`src/source/mem_pkg.sv`:
```
package mem_pkg;

    localparam int ADDR_W         = 32;
    localparam int BEAT_W         = 64;                       // one burst beat
    localparam int BEATS_PER_LINE = 4;
    localparam int LINE_W         = BEAT_W * BEATS_PER_LINE;  // 256 bit cacheline
    localparam int NUM_LINES      = 8;

    // address split for the direct-mapped cache
    localparam int OFFSET_W = $clog2(LINE_W / 8);             // byte offset in a line
    localparam int INDEX_W  = $clog2(NUM_LINES);
    localparam int TAG_W    = ADDR_W - INDEX_W - OFFSET_W;

endpackage

```
`src/source/fetch_pkg.sv`:
```
package fetch_pkg;

    localparam int          INST_W     = 32;
    localparam int          INST_BYTES = INST_W / 8;      // pc step
    localparam logic [31:0] RESET_PC   = 32'h1eceb000;

    localparam int FQ_DEPTH = 16;
    localparam int FQ_PTR_W = $clog2(FQ_DEPTH);

endpackage

```
`src/source/line_adapter.sv`:
```
`timescale 1ns/1ns

module line_adapter (
    input  logic                        clk,
    input  logic                        rst,
    input  logic [mem_pkg::BEAT_W-1:0]  bmem_rdata_i,
    input  logic                        bmem_rvalid_i,
    output logic [mem_pkg::LINE_W-1:0]  line_o,
    output logic                        line_valid_o
);
    import mem_pkg::*;

    logic [LINE_W-1:0]                  line_q;
    logic [$clog2(BEATS_PER_LINE)-1:0]  beat_cnt_q;
    logic                               line_valid_q;
    logic                               last_beat;

    assign last_beat    = bmem_rvalid_i && (beat_cnt_q == BEATS_PER_LINE - 1);
    assign line_o       = line_q;
    assign line_valid_o = line_valid_q;

    // lowest address arrives first, so shift in from the top
    always_ff @(posedge clk) begin
        if (bmem_rvalid_i) begin
            line_q <= {bmem_rdata_i, line_q[LINE_W-1:BEAT_W]};
        end
    end

    always_ff @(posedge clk) begin
        if (rst) begin
            beat_cnt_q   <= '0;
            line_valid_q <= 1'b0;
        end else begin
            line_valid_q <= last_beat;          // one cycle pulse
            if (bmem_rvalid_i) begin
                beat_cnt_q <= beat_cnt_q + 1'b1; // wraps to zero after the last beat
            end
        end
    end

    // only one line read is in flight, so no beat can follow the report
    no_beat_during_report: assert property (
        @(posedge clk) disable iff (rst)
        line_valid_o |-> !bmem_rvalid_i
    ) else $error("line_adapter: beat arrived while a line was reported");

endmodule

```
`src/source/icache.sv`:
```
`timescale 1ns/1ns

module icache (
    input  logic                          clk,
    input  logic                          rst,
    input  logic                          req_i,
    input  logic [mem_pkg::ADDR_W-1:0]    req_addr_i,
    output logic                          resp_o,
    output logic [fetch_pkg::INST_W-1:0]  resp_data_o,
    output logic [mem_pkg::ADDR_W-1:0]    bmem_addr_o,
    output logic                          bmem_read_o,
    input  logic                          bmem_ready_i,
    input  logic [mem_pkg::LINE_W-1:0]    line_i,
    input  logic                          line_valid_i
);
    import mem_pkg::*;
    import fetch_pkg::*;

    typedef enum logic [2:0] {
        s_idle,
        s_compare,
        s_request,
        s_wait,
        s_fill
    } state_t;

    state_t state_q;
    state_t state_d;

    logic [LINE_W-1:0]     data_q [NUM_LINES];
    logic [TAG_W-1:0]      tag_q  [NUM_LINES];
    logic [NUM_LINES-1:0]  valid_q;

    logic [ADDR_W-1:0]     addr_q;
    logic [TAG_W-1:0]      addr_tag;
    logic [INDEX_W-1:0]    addr_index;
    logic [OFFSET_W-3:0]   word_sel;
    logic                  hit;
    logic                  install;

    assign addr_tag   = addr_q[ADDR_W-1 -: TAG_W];
    assign addr_index = addr_q[OFFSET_W +: INDEX_W];
    assign word_sel   = addr_q[OFFSET_W-1:2];           // word within the line
    assign hit        = valid_q[addr_index] && (tag_q[addr_index] == addr_tag);
    assign install    = (state_q == s_wait) && line_valid_i;

    assign resp_data_o = data_q[addr_index][word_sel * INST_W +: INST_W];
    assign bmem_addr_o = {addr_q[ADDR_W-1:OFFSET_W], {OFFSET_W{1'b0}}};

    always_comb begin
        state_d     = state_q;
        resp_o      = 1'b0;
        bmem_read_o = 1'b0;
        unique case (state_q)
            s_idle: begin
                if (req_i) begin
                    state_d = s_compare;
                end
            end
            s_compare: begin
                if (hit) begin
                    resp_o  = 1'b1;
                    state_d = s_idle;
                end else begin
                    bmem_read_o = 1'b1;             // miss raises the read at once
                    state_d     = bmem_ready_i ? s_wait : s_request;
                end
            end
            s_request: begin
                bmem_read_o = 1'b1;                 // hold until accepted
                if (bmem_ready_i) begin
                    state_d = s_wait;
                end
            end
            s_wait: begin
                if (line_valid_i) begin
                    state_d = s_fill;
                end
            end
            s_fill: begin
                resp_o  = 1'b1;                     // read back the installed line
                state_d = s_idle;
            end
            default: state_d = s_idle;
        endcase
    end

    always_ff @(posedge clk) begin
        if (rst) begin
            state_q <= s_idle;
            valid_q <= '0;
        end else begin
            state_q <= state_d;
            if (install) begin
                valid_q[addr_index] <= 1'b1;
            end
        end
    end

    always_ff @(posedge clk) begin
        if (state_q == s_idle && req_i) begin
            addr_q <= req_addr_i;
        end
        if (install) begin
            data_q[addr_index] <= line_i;
            tag_q[addr_index]  <= addr_tag;
        end
    end

    // the fetch unit waits for each response before asking again
    req_only_when_idle: assert property (
        @(posedge clk) disable iff (rst)
        req_i |-> (state_q == s_idle)
    ) else $error("icache: request while a previous one is in progress");

endmodule

```
`src/source/fetch_queue.sv`:
```
`timescale 1ns/1ns

module fetch_queue (
    input  logic                          clk,
    input  logic                          rst,
    input  logic                          flush_i,
    input  logic                          enq_i,
    input  logic [mem_pkg::ADDR_W-1:0]    enq_pc_i,
    input  logic [fetch_pkg::INST_W-1:0]  enq_inst_i,
    input  logic                          deq_i,
    output logic                          valid_o,
    output logic [mem_pkg::ADDR_W-1:0]    pc_o,
    output logic [fetch_pkg::INST_W-1:0]  inst_o,
    output logic                          full_o,
    output logic [fetch_pkg::FQ_PTR_W:0]  free_o
);
    import mem_pkg::*;
    import fetch_pkg::*;

    logic [ADDR_W-1:0]    pc_q   [FQ_DEPTH];
    logic [INST_W-1:0]    inst_q [FQ_DEPTH];

    logic [FQ_PTR_W-1:0]  wr_ptr_q;
    logic [FQ_PTR_W-1:0]  rd_ptr_q;
    logic [FQ_PTR_W:0]    count_q;

    assign valid_o = (count_q != '0);
    assign full_o  = (count_q == (FQ_PTR_W + 1)'(FQ_DEPTH));
    assign free_o  = (FQ_PTR_W + 1)'(FQ_DEPTH) - count_q;
    assign pc_o    = pc_q[rd_ptr_q];
    assign inst_o  = inst_q[rd_ptr_q];

    always_ff @(posedge clk) begin
        if (rst || flush_i) begin
            wr_ptr_q <= '0;
            rd_ptr_q <= '0;
            count_q  <= '0;
        end else begin
            if (enq_i) begin
                wr_ptr_q <= wr_ptr_q + 1'b1;    // pointers wrap with the depth
            end
            if (deq_i) begin
                rd_ptr_q <= rd_ptr_q + 1'b1;
            end
            case ({enq_i, deq_i})
                2'b10:   count_q <= count_q + 1'b1;
                2'b01:   count_q <= count_q - 1'b1;
                default: count_q <= count_q;
            endcase
        end
    end

    always_ff @(posedge clk) begin
        if (enq_i) begin
            pc_q[wr_ptr_q]   <= enq_pc_i;
            inst_q[wr_ptr_q] <= enq_inst_i;
        end
    end

    no_enq_when_full: assert property (
        @(posedge clk) disable iff (rst)
        enq_i |-> !full_o
    ) else $error("fetch_queue: enqueue while full");

    no_deq_when_empty: assert property (
        @(posedge clk) disable iff (rst)
        deq_i |-> valid_o
    ) else $error("fetch_queue: dequeue while empty");

endmodule

```
`src/source/fetch_unit.sv`:
```
`timescale 1ns/1ns

module fetch_unit (
    input  logic                          clk,
    input  logic                          rst,
    input  logic                          redirect_i,
    input  logic [mem_pkg::ADDR_W-1:0]    redirect_pc_i,
    output logic                          req_o,
    output logic [mem_pkg::ADDR_W-1:0]    req_addr_o,
    input  logic                          resp_i,
    input  logic [fetch_pkg::INST_W-1:0]  resp_data_i,
    output logic                          enq_o,
    output logic [mem_pkg::ADDR_W-1:0]    enq_pc_o,
    output logic [fetch_pkg::INST_W-1:0]  enq_inst_o,
    output logic                          flush_o,
    input  logic [fetch_pkg::FQ_PTR_W:0]  free_i
);
    import mem_pkg::*;
    import fetch_pkg::*;

    logic [ADDR_W-1:0]  pc_q;
    logic [ADDR_W-1:0]  pend_pc_q;
    logic               req_q;
    logic               pending_q;
    logic               discard_q;
    logic               issue;
    logic               keep;

    // one request at a time, and room must stay for it in the queue
    assign issue = !pending_q && (free_i > (FQ_PTR_W + 1)'(1));
    assign keep  = resp_i && !discard_q && !redirect_i;

    assign req_o      = req_q;
    assign req_addr_o = pc_q;
    assign enq_o      = keep;
    assign enq_pc_o   = pend_pc_q;
    assign enq_inst_o = resp_data_i;
    assign flush_o    = redirect_i;     // queue drops everything on the same edge

    always_ff @(posedge clk) begin
        if (rst) begin
            pc_q      <= RESET_PC;
            req_q     <= 1'b0;
            pending_q <= 1'b0;
            discard_q <= 1'b0;
        end else begin
            req_q <= issue;
            if (issue) begin
                pending_q <= 1'b1;
            end else if (resp_i) begin
                pending_q <= 1'b0;
            end

            if (resp_i) begin
                discard_q <= 1'b0;
            end else if (redirect_i && pending_q) begin
                discard_q <= 1'b1;      // stale response still on its way
            end

            if (redirect_i) begin
                pc_q <= redirect_pc_i;
            end else if (keep) begin
                pc_q <= pend_pc_q + ADDR_W'(INST_BYTES);
            end
        end
    end

    always_ff @(posedge clk) begin
        if (req_q) begin
            pend_pc_q <= pc_q;
        end
    end

endmodule

```
`src/source/fetch_top.sv`:
```
`timescale 1ns/1ns

module fetch_top (
    input  logic                          clk,
    input  logic                          rst,
    output logic [mem_pkg::ADDR_W-1:0]    bmem_addr_o,
    output logic                          bmem_read_o,
    input  logic                          bmem_ready_i,
    input  logic [mem_pkg::BEAT_W-1:0]    bmem_rdata_i,
    input  logic                          bmem_rvalid_i,
    input  logic                          redirect_i,
    input  logic [mem_pkg::ADDR_W-1:0]    redirect_pc_i,
    output logic                          inst_valid_o,
    output logic [fetch_pkg::INST_W-1:0]  inst_o,
    output logic [mem_pkg::ADDR_W-1:0]    inst_pc_o,
    input  logic                          inst_ready_i
);
    import mem_pkg::*;
    import fetch_pkg::*;

    logic                 req;
    logic [ADDR_W-1:0]    req_addr;
    logic                 resp;
    logic [INST_W-1:0]    resp_data;
    logic [LINE_W-1:0]    line;
    logic                 line_valid;
    logic                 enq;
    logic [ADDR_W-1:0]    enq_pc;
    logic [INST_W-1:0]    enq_inst;
    logic                 flush;
    logic [FQ_PTR_W:0]    free;
    logic                 deq;

    assign deq = inst_valid_o && inst_ready_i;

    fetch_unit fetch_unit_i (
        .clk(clk), .rst(rst),
        .redirect_i(redirect_i), .redirect_pc_i(redirect_pc_i),
        .req_o(req), .req_addr_o(req_addr),
        .resp_i(resp), .resp_data_i(resp_data),
        .enq_o(enq), .enq_pc_o(enq_pc), .enq_inst_o(enq_inst),
        .flush_o(flush), .free_i(free)
    );

    icache icache_i (
        .clk(clk), .rst(rst),
        .req_i(req), .req_addr_i(req_addr),
        .resp_o(resp), .resp_data_o(resp_data),
        .bmem_addr_o(bmem_addr_o), .bmem_read_o(bmem_read_o),
        .bmem_ready_i(bmem_ready_i),
        .line_i(line), .line_valid_i(line_valid)
    );

    line_adapter line_adapter_i (
        .clk(clk), .rst(rst),
        .bmem_rdata_i(bmem_rdata_i), .bmem_rvalid_i(bmem_rvalid_i),
        .line_o(line), .line_valid_o(line_valid)
    );

    fetch_queue fetch_queue_i (
        .clk(clk), .rst(rst),
        .flush_i(flush),
        .enq_i(enq), .enq_pc_i(enq_pc), .enq_inst_i(enq_inst),
        .deq_i(deq),
        .valid_o(inst_valid_o), .pc_o(inst_pc_o), .inst_o(inst_o),
        .full_o(),              // back-pressure goes through the free count
        .free_o(free)
    );

endmodule

```
`config.mk`:
```
export PLATFORM = sky130hd
export DESIGN_NAME = fetch_top
export DESIGN_NICKNAME = d
export VERILOG_FILES = /design/src/source/mem_pkg.sv /design/src/source/fetch_pkg.sv /design/src/source/line_adapter.sv /design/src/source/icache.sv /design/src/source/fetch_queue.sv /design/src/source/fetch_unit.sv /design/src/source/fetch_top.sv
export SDC_FILE = /design/constraint.sdc
export NUM_CORES = 2
export LEC_CHECK = 0
export ABC_AREA = 1
export BUFFER_PORTS_ARGS = -buffer_cell sky130_fd_sc_hd__buf_2
export CAP_MARGIN = 40
export CORE_ASPECT_RATIO = 1.1
export CORE_MARGIN = 2
export CORE_UTILIZATION = 55
export CTS_BUF_LIST = sky130_fd_sc_hd__clkbuf_8
export DETAILED_ROUTE_END_ITERATION = 10
export GPL_TIMING_DRIVEN = 1
export PLACE_DENSITY_LB_ADDON = 0.1
export SETUP_SLACK_MARGIN = 0.5
export SYNTH_ARGS = -nofsm -noshare
export SYNTH_HDL_FRONTEND = slang
export SYNTH_SLANG_ARGS = --single-unit
```
`constraint.sdc`:
```
create_clock -name clk -period 78.1 [get_ports clk]
set_clock_uncertainty 0.2 [all_clocks]
set_input_delay 15.62 -clock clk [delete_from_list [all_inputs] [get_ports clk]]
set_output_delay 15.62 -clock clk [all_outputs]
set_load 0.03 [all_outputs]
```
==> impl_results.md <==
- Vias in the first global route: between 80000 and 90000
- Syn Area/Cell: between 10 and 15 um^2
- FILL cells: between 15000 and 20000
- Post-Layout Cell Count: 14400
- Initial antenna violation count: 13
- Iteration-0 DRC Markers: just under 8000
- Placer Congestion: around 0.8
- Post-layout minimum cycle time: 20.90 ns
- Fin nets: ~11000
- Synthesized instance count: 10300
- Total gr overflow: 0
- Compound-gate portion of the synthesized area: 0.115
- Crit-path slowest cell: buf_4
- Reg clk slew, reported paths: around 0.06 ns
- Clock sinks: between 3000 and 4000
- Register area: around 110000 um^2
- Ys async rst share: 0
- Post-cts hold buffer count: 0
- Sequential element share of the synthesized area: 0.769
- Clock tree buffer depth: 4
- Hold Path Class: flop to flop
- Die area: ~260000 um^2
- Number of synthesized register bits: ~3700
- Final setup fails: 0
- Ys flop type: edfxtp_1
- CTS tree: yes
- Most common cell after layout, fill and taps aside: edfxtp_1
- Residual DRC count: 0
- Post-synth EDFFs: between 3000 and 4000
- Fmax achieved: around 48 MHz
- Total number of vias: a little under 90000
- Post-synthesis adder-cell area fraction: 0.00138
- Pins Over Slew Limit: 0
- Status: finished clean
- First-pass GRT wire length: between 500000 and 600000 um
- Slew at the pin closest to its max-slew limit: 1.29 ns
- WP data required: 62.28 ns
- Yosys top cell by area: edfxtp_1
- IO Port Bufs: between 150 and 200
- TritonCTS buffer count: slightly below 600
- Clk_lat worst skew: 1.05 ns
- FP Rows: around 200
- Largest net degree at the start of global routing: 212
- DP Worst Slack: roughly 58 ns
- Mux share of post-synthesis cell area: 0.0183
- Fin Setup TNS: 0 ns
- Cell area after layout: approximately 160000 um^2
- Die Y: 536 um
- Multi-input gate area in the final layout: around 28000 um^2
- Hold_ws: between 0.2 and 0.25 ns
- Worst Slack Setup Final: around 57 ns
- Max-cap violations: 0
- Placed instance area: ~150000 um^2
- Peak supply drop: roughly 0.019 mV
- Setup bufs post-CTS: 0
- Post-synth design cell area: 142000 um^2
- Setup Crit Path Kind: flop to output port
- Area fraction of the dominant cell type after synthesis: 0.759
- Layout cell share with drive strength beyond 1: 0.104
- Cts repair resizes: 0
- CTS HTree Levels: 6
- Overall die width: slightly below 500 um
- Final ANT Viol Nets: 0
- Final Hold Fails: 0
- Wirelength per Cell: approximately 25 um
- Critical Path AT: around 5.1 ns
- DR vias/cell: between 6 and 7
- Leak: ~52 nW
- DPL Wire Length: about 180000 um
- CTS Root Cell: clkbuf_8
- Crit path cell chain: buf_4, buf_12, buf_4, a21oi_1, o21ai_0, o21ai_0, o211ai_1, nand2_1, buf_2
- Drt total wl: roughly 360000 um
- Slew headroom: 0.141
- Synth Area in Simple Gates: 0.0621
- Tcrit/Tclk final: 0.268
- Crit path largest cell delay: a little over 0.8 ns
- Unique cell type count in the Yosys netlist: 38
- Starting density of the core: 0.552
- Hold wc startpoint: fetch_unit_i.req_addr_o[1]
- Crit path max fanout: about 210
- Core box area: approximately 260000 um^2
- Global-route usage over all layers: 0.270
- I/O pin count: 200
- Placed Cells: ~13000
- CP endpoint kind: output port
- Worst setup SP type: flop
- Commonest cells after routing, fill and taps aside: edfxtp_1, o21ai_0, nor2_1
- Power Density: about 28 nW/um^2
- Largest family of logic cells by synthesized area: compound AO/OA/AOI/OAI gates
- YS warnings: 0
- Xor and xnor area share after synthesis: 0.00198
- Initial DRT Pass Iterations: 5
- Synth area leaders: edfxtp_1, o21ai_0, nor2_1
- RSZ-0062 raised after global routing: no
- Area Overhead vs Synth: 10.8%
==> where the power goes <==
part           internal (W)  switching, W
clock network      0.000733      0.000721
registers           0.00223     0.0000485
logic              0.000196      0.000509
total               0.00316       0.00128
==> flip-flops by register name, summed over array words and instances, names as in the netlist, 2 cells and up, named ones only <==
name and flops:
fetch_queue_i.rd_ptr_q 4, icache_i.data_q 2048, icache_i.tag_q 192, fetch_unit_i.req_addr_o 32, fetch_queue_i.wr_ptr_q 4, fetch_queue_i.count_q 5, line_adapter_i.line_o 256, fetch_unit_i.enq_pc_o 32
icache_i.addr_q 30, line_adapter_i.beat_cnt_q 2, fetch_queue_i.pc_q 512, icache_i.valid_q 8, icache_i.state_q 3, fetch_queue_i.inst_q 512
==> final cells by class <==
type | instances | area share
diodes | 4 | 0.0000638
clock buffers | 607 | 0.0532
clock inverters | 391 | 0.0114
inverters | 423 | 0.0104
multi-input cells | 5485 | 0.181
flip-flops and latches | 3651 | 0.694
well taps | 3447 | 0.0275
repair buffers | 417 | 0.0217
==> cells in the mapped netlist (3+ instances only) <==
cell / n
edfxtp_1: 3582
o21ai_0: 1661
nor2_1: 1543
o22ai_1: 628
clkbuf_1: 572
nand2_1: 439
inv_1: 416
a21oi_1: 302
o211ai_1: 260
mux2i_1: 259
nand3_1: 201
dfxtp_1: 69
buf_1: 58
buf_4: 46
buf_2: 37
o21ai_1: 37
o32ai_1: 36
xor2_1: 22
nor3_1: 18
ha_1: 14
nand3b_1: 14
nand4_1: 11
xnor2_1: 10
nor4_1: 7
o221ai_1: 6
inv_2: 5
buf_6: 4
nand2_2: 3
==> worst paths after layout <==
kind | end | slack [ns] | cells past startpoint
setup / recovery | inst_o[18] | 57.20 | 9
hold / removal | fetch_unit_i.enq_pc_o[1] | 0.24 | 0
setup reg to reg | fetch_queue_i.pc_q[9][16] | 71.24 | 18
hold reg to reg | fetch_unit_i.enq_pc_o[1] | 0.24 | 0
==> metrics by stage <==
step | total power, W | util
2_1_floorplan | 0.00275 | -
3_3_place_gp | 0.00299 | 0.569
3_5_place_dp | 0.00302 | 0.572
4_1_cts | 0.00446 | 0.612
5_1_grt | 0.00462 | 0.612
6_report | 0.00444 | 0.612
==> metal layers <==
metal  GRT usage  routed length [um]  up-vias  part of all wire
met3      0.0346               24700      559             0.069
li1            -                   -    38800                 -
met5           0                   8        -          0.000022
met2       0.454              178000     3303              0.49
met4      0.0785                8440        2             0.024
met1       0.371              148000    44000              0.41
==> worst max-delay path: cells and delay by family (launching register included) <==
kind | cells | cell delay (ns)
buffers and inverters | 4 | 2.35
AO/OA/AOI/OAI | 4 | 0.56
flip-flops | 1 | 0.44
AND/OR/NAND/NOR | 1 | 0.15
==> cells by family after synthesis <==
kind of cell	count (synthesis)
compound gates	2934
xor+xnor	32
fa+ha+maj	15
buf+inv	1140
flops	3651
mux	259
other cells	1
simple gates	2240
(Power assumes the default switching activity.)
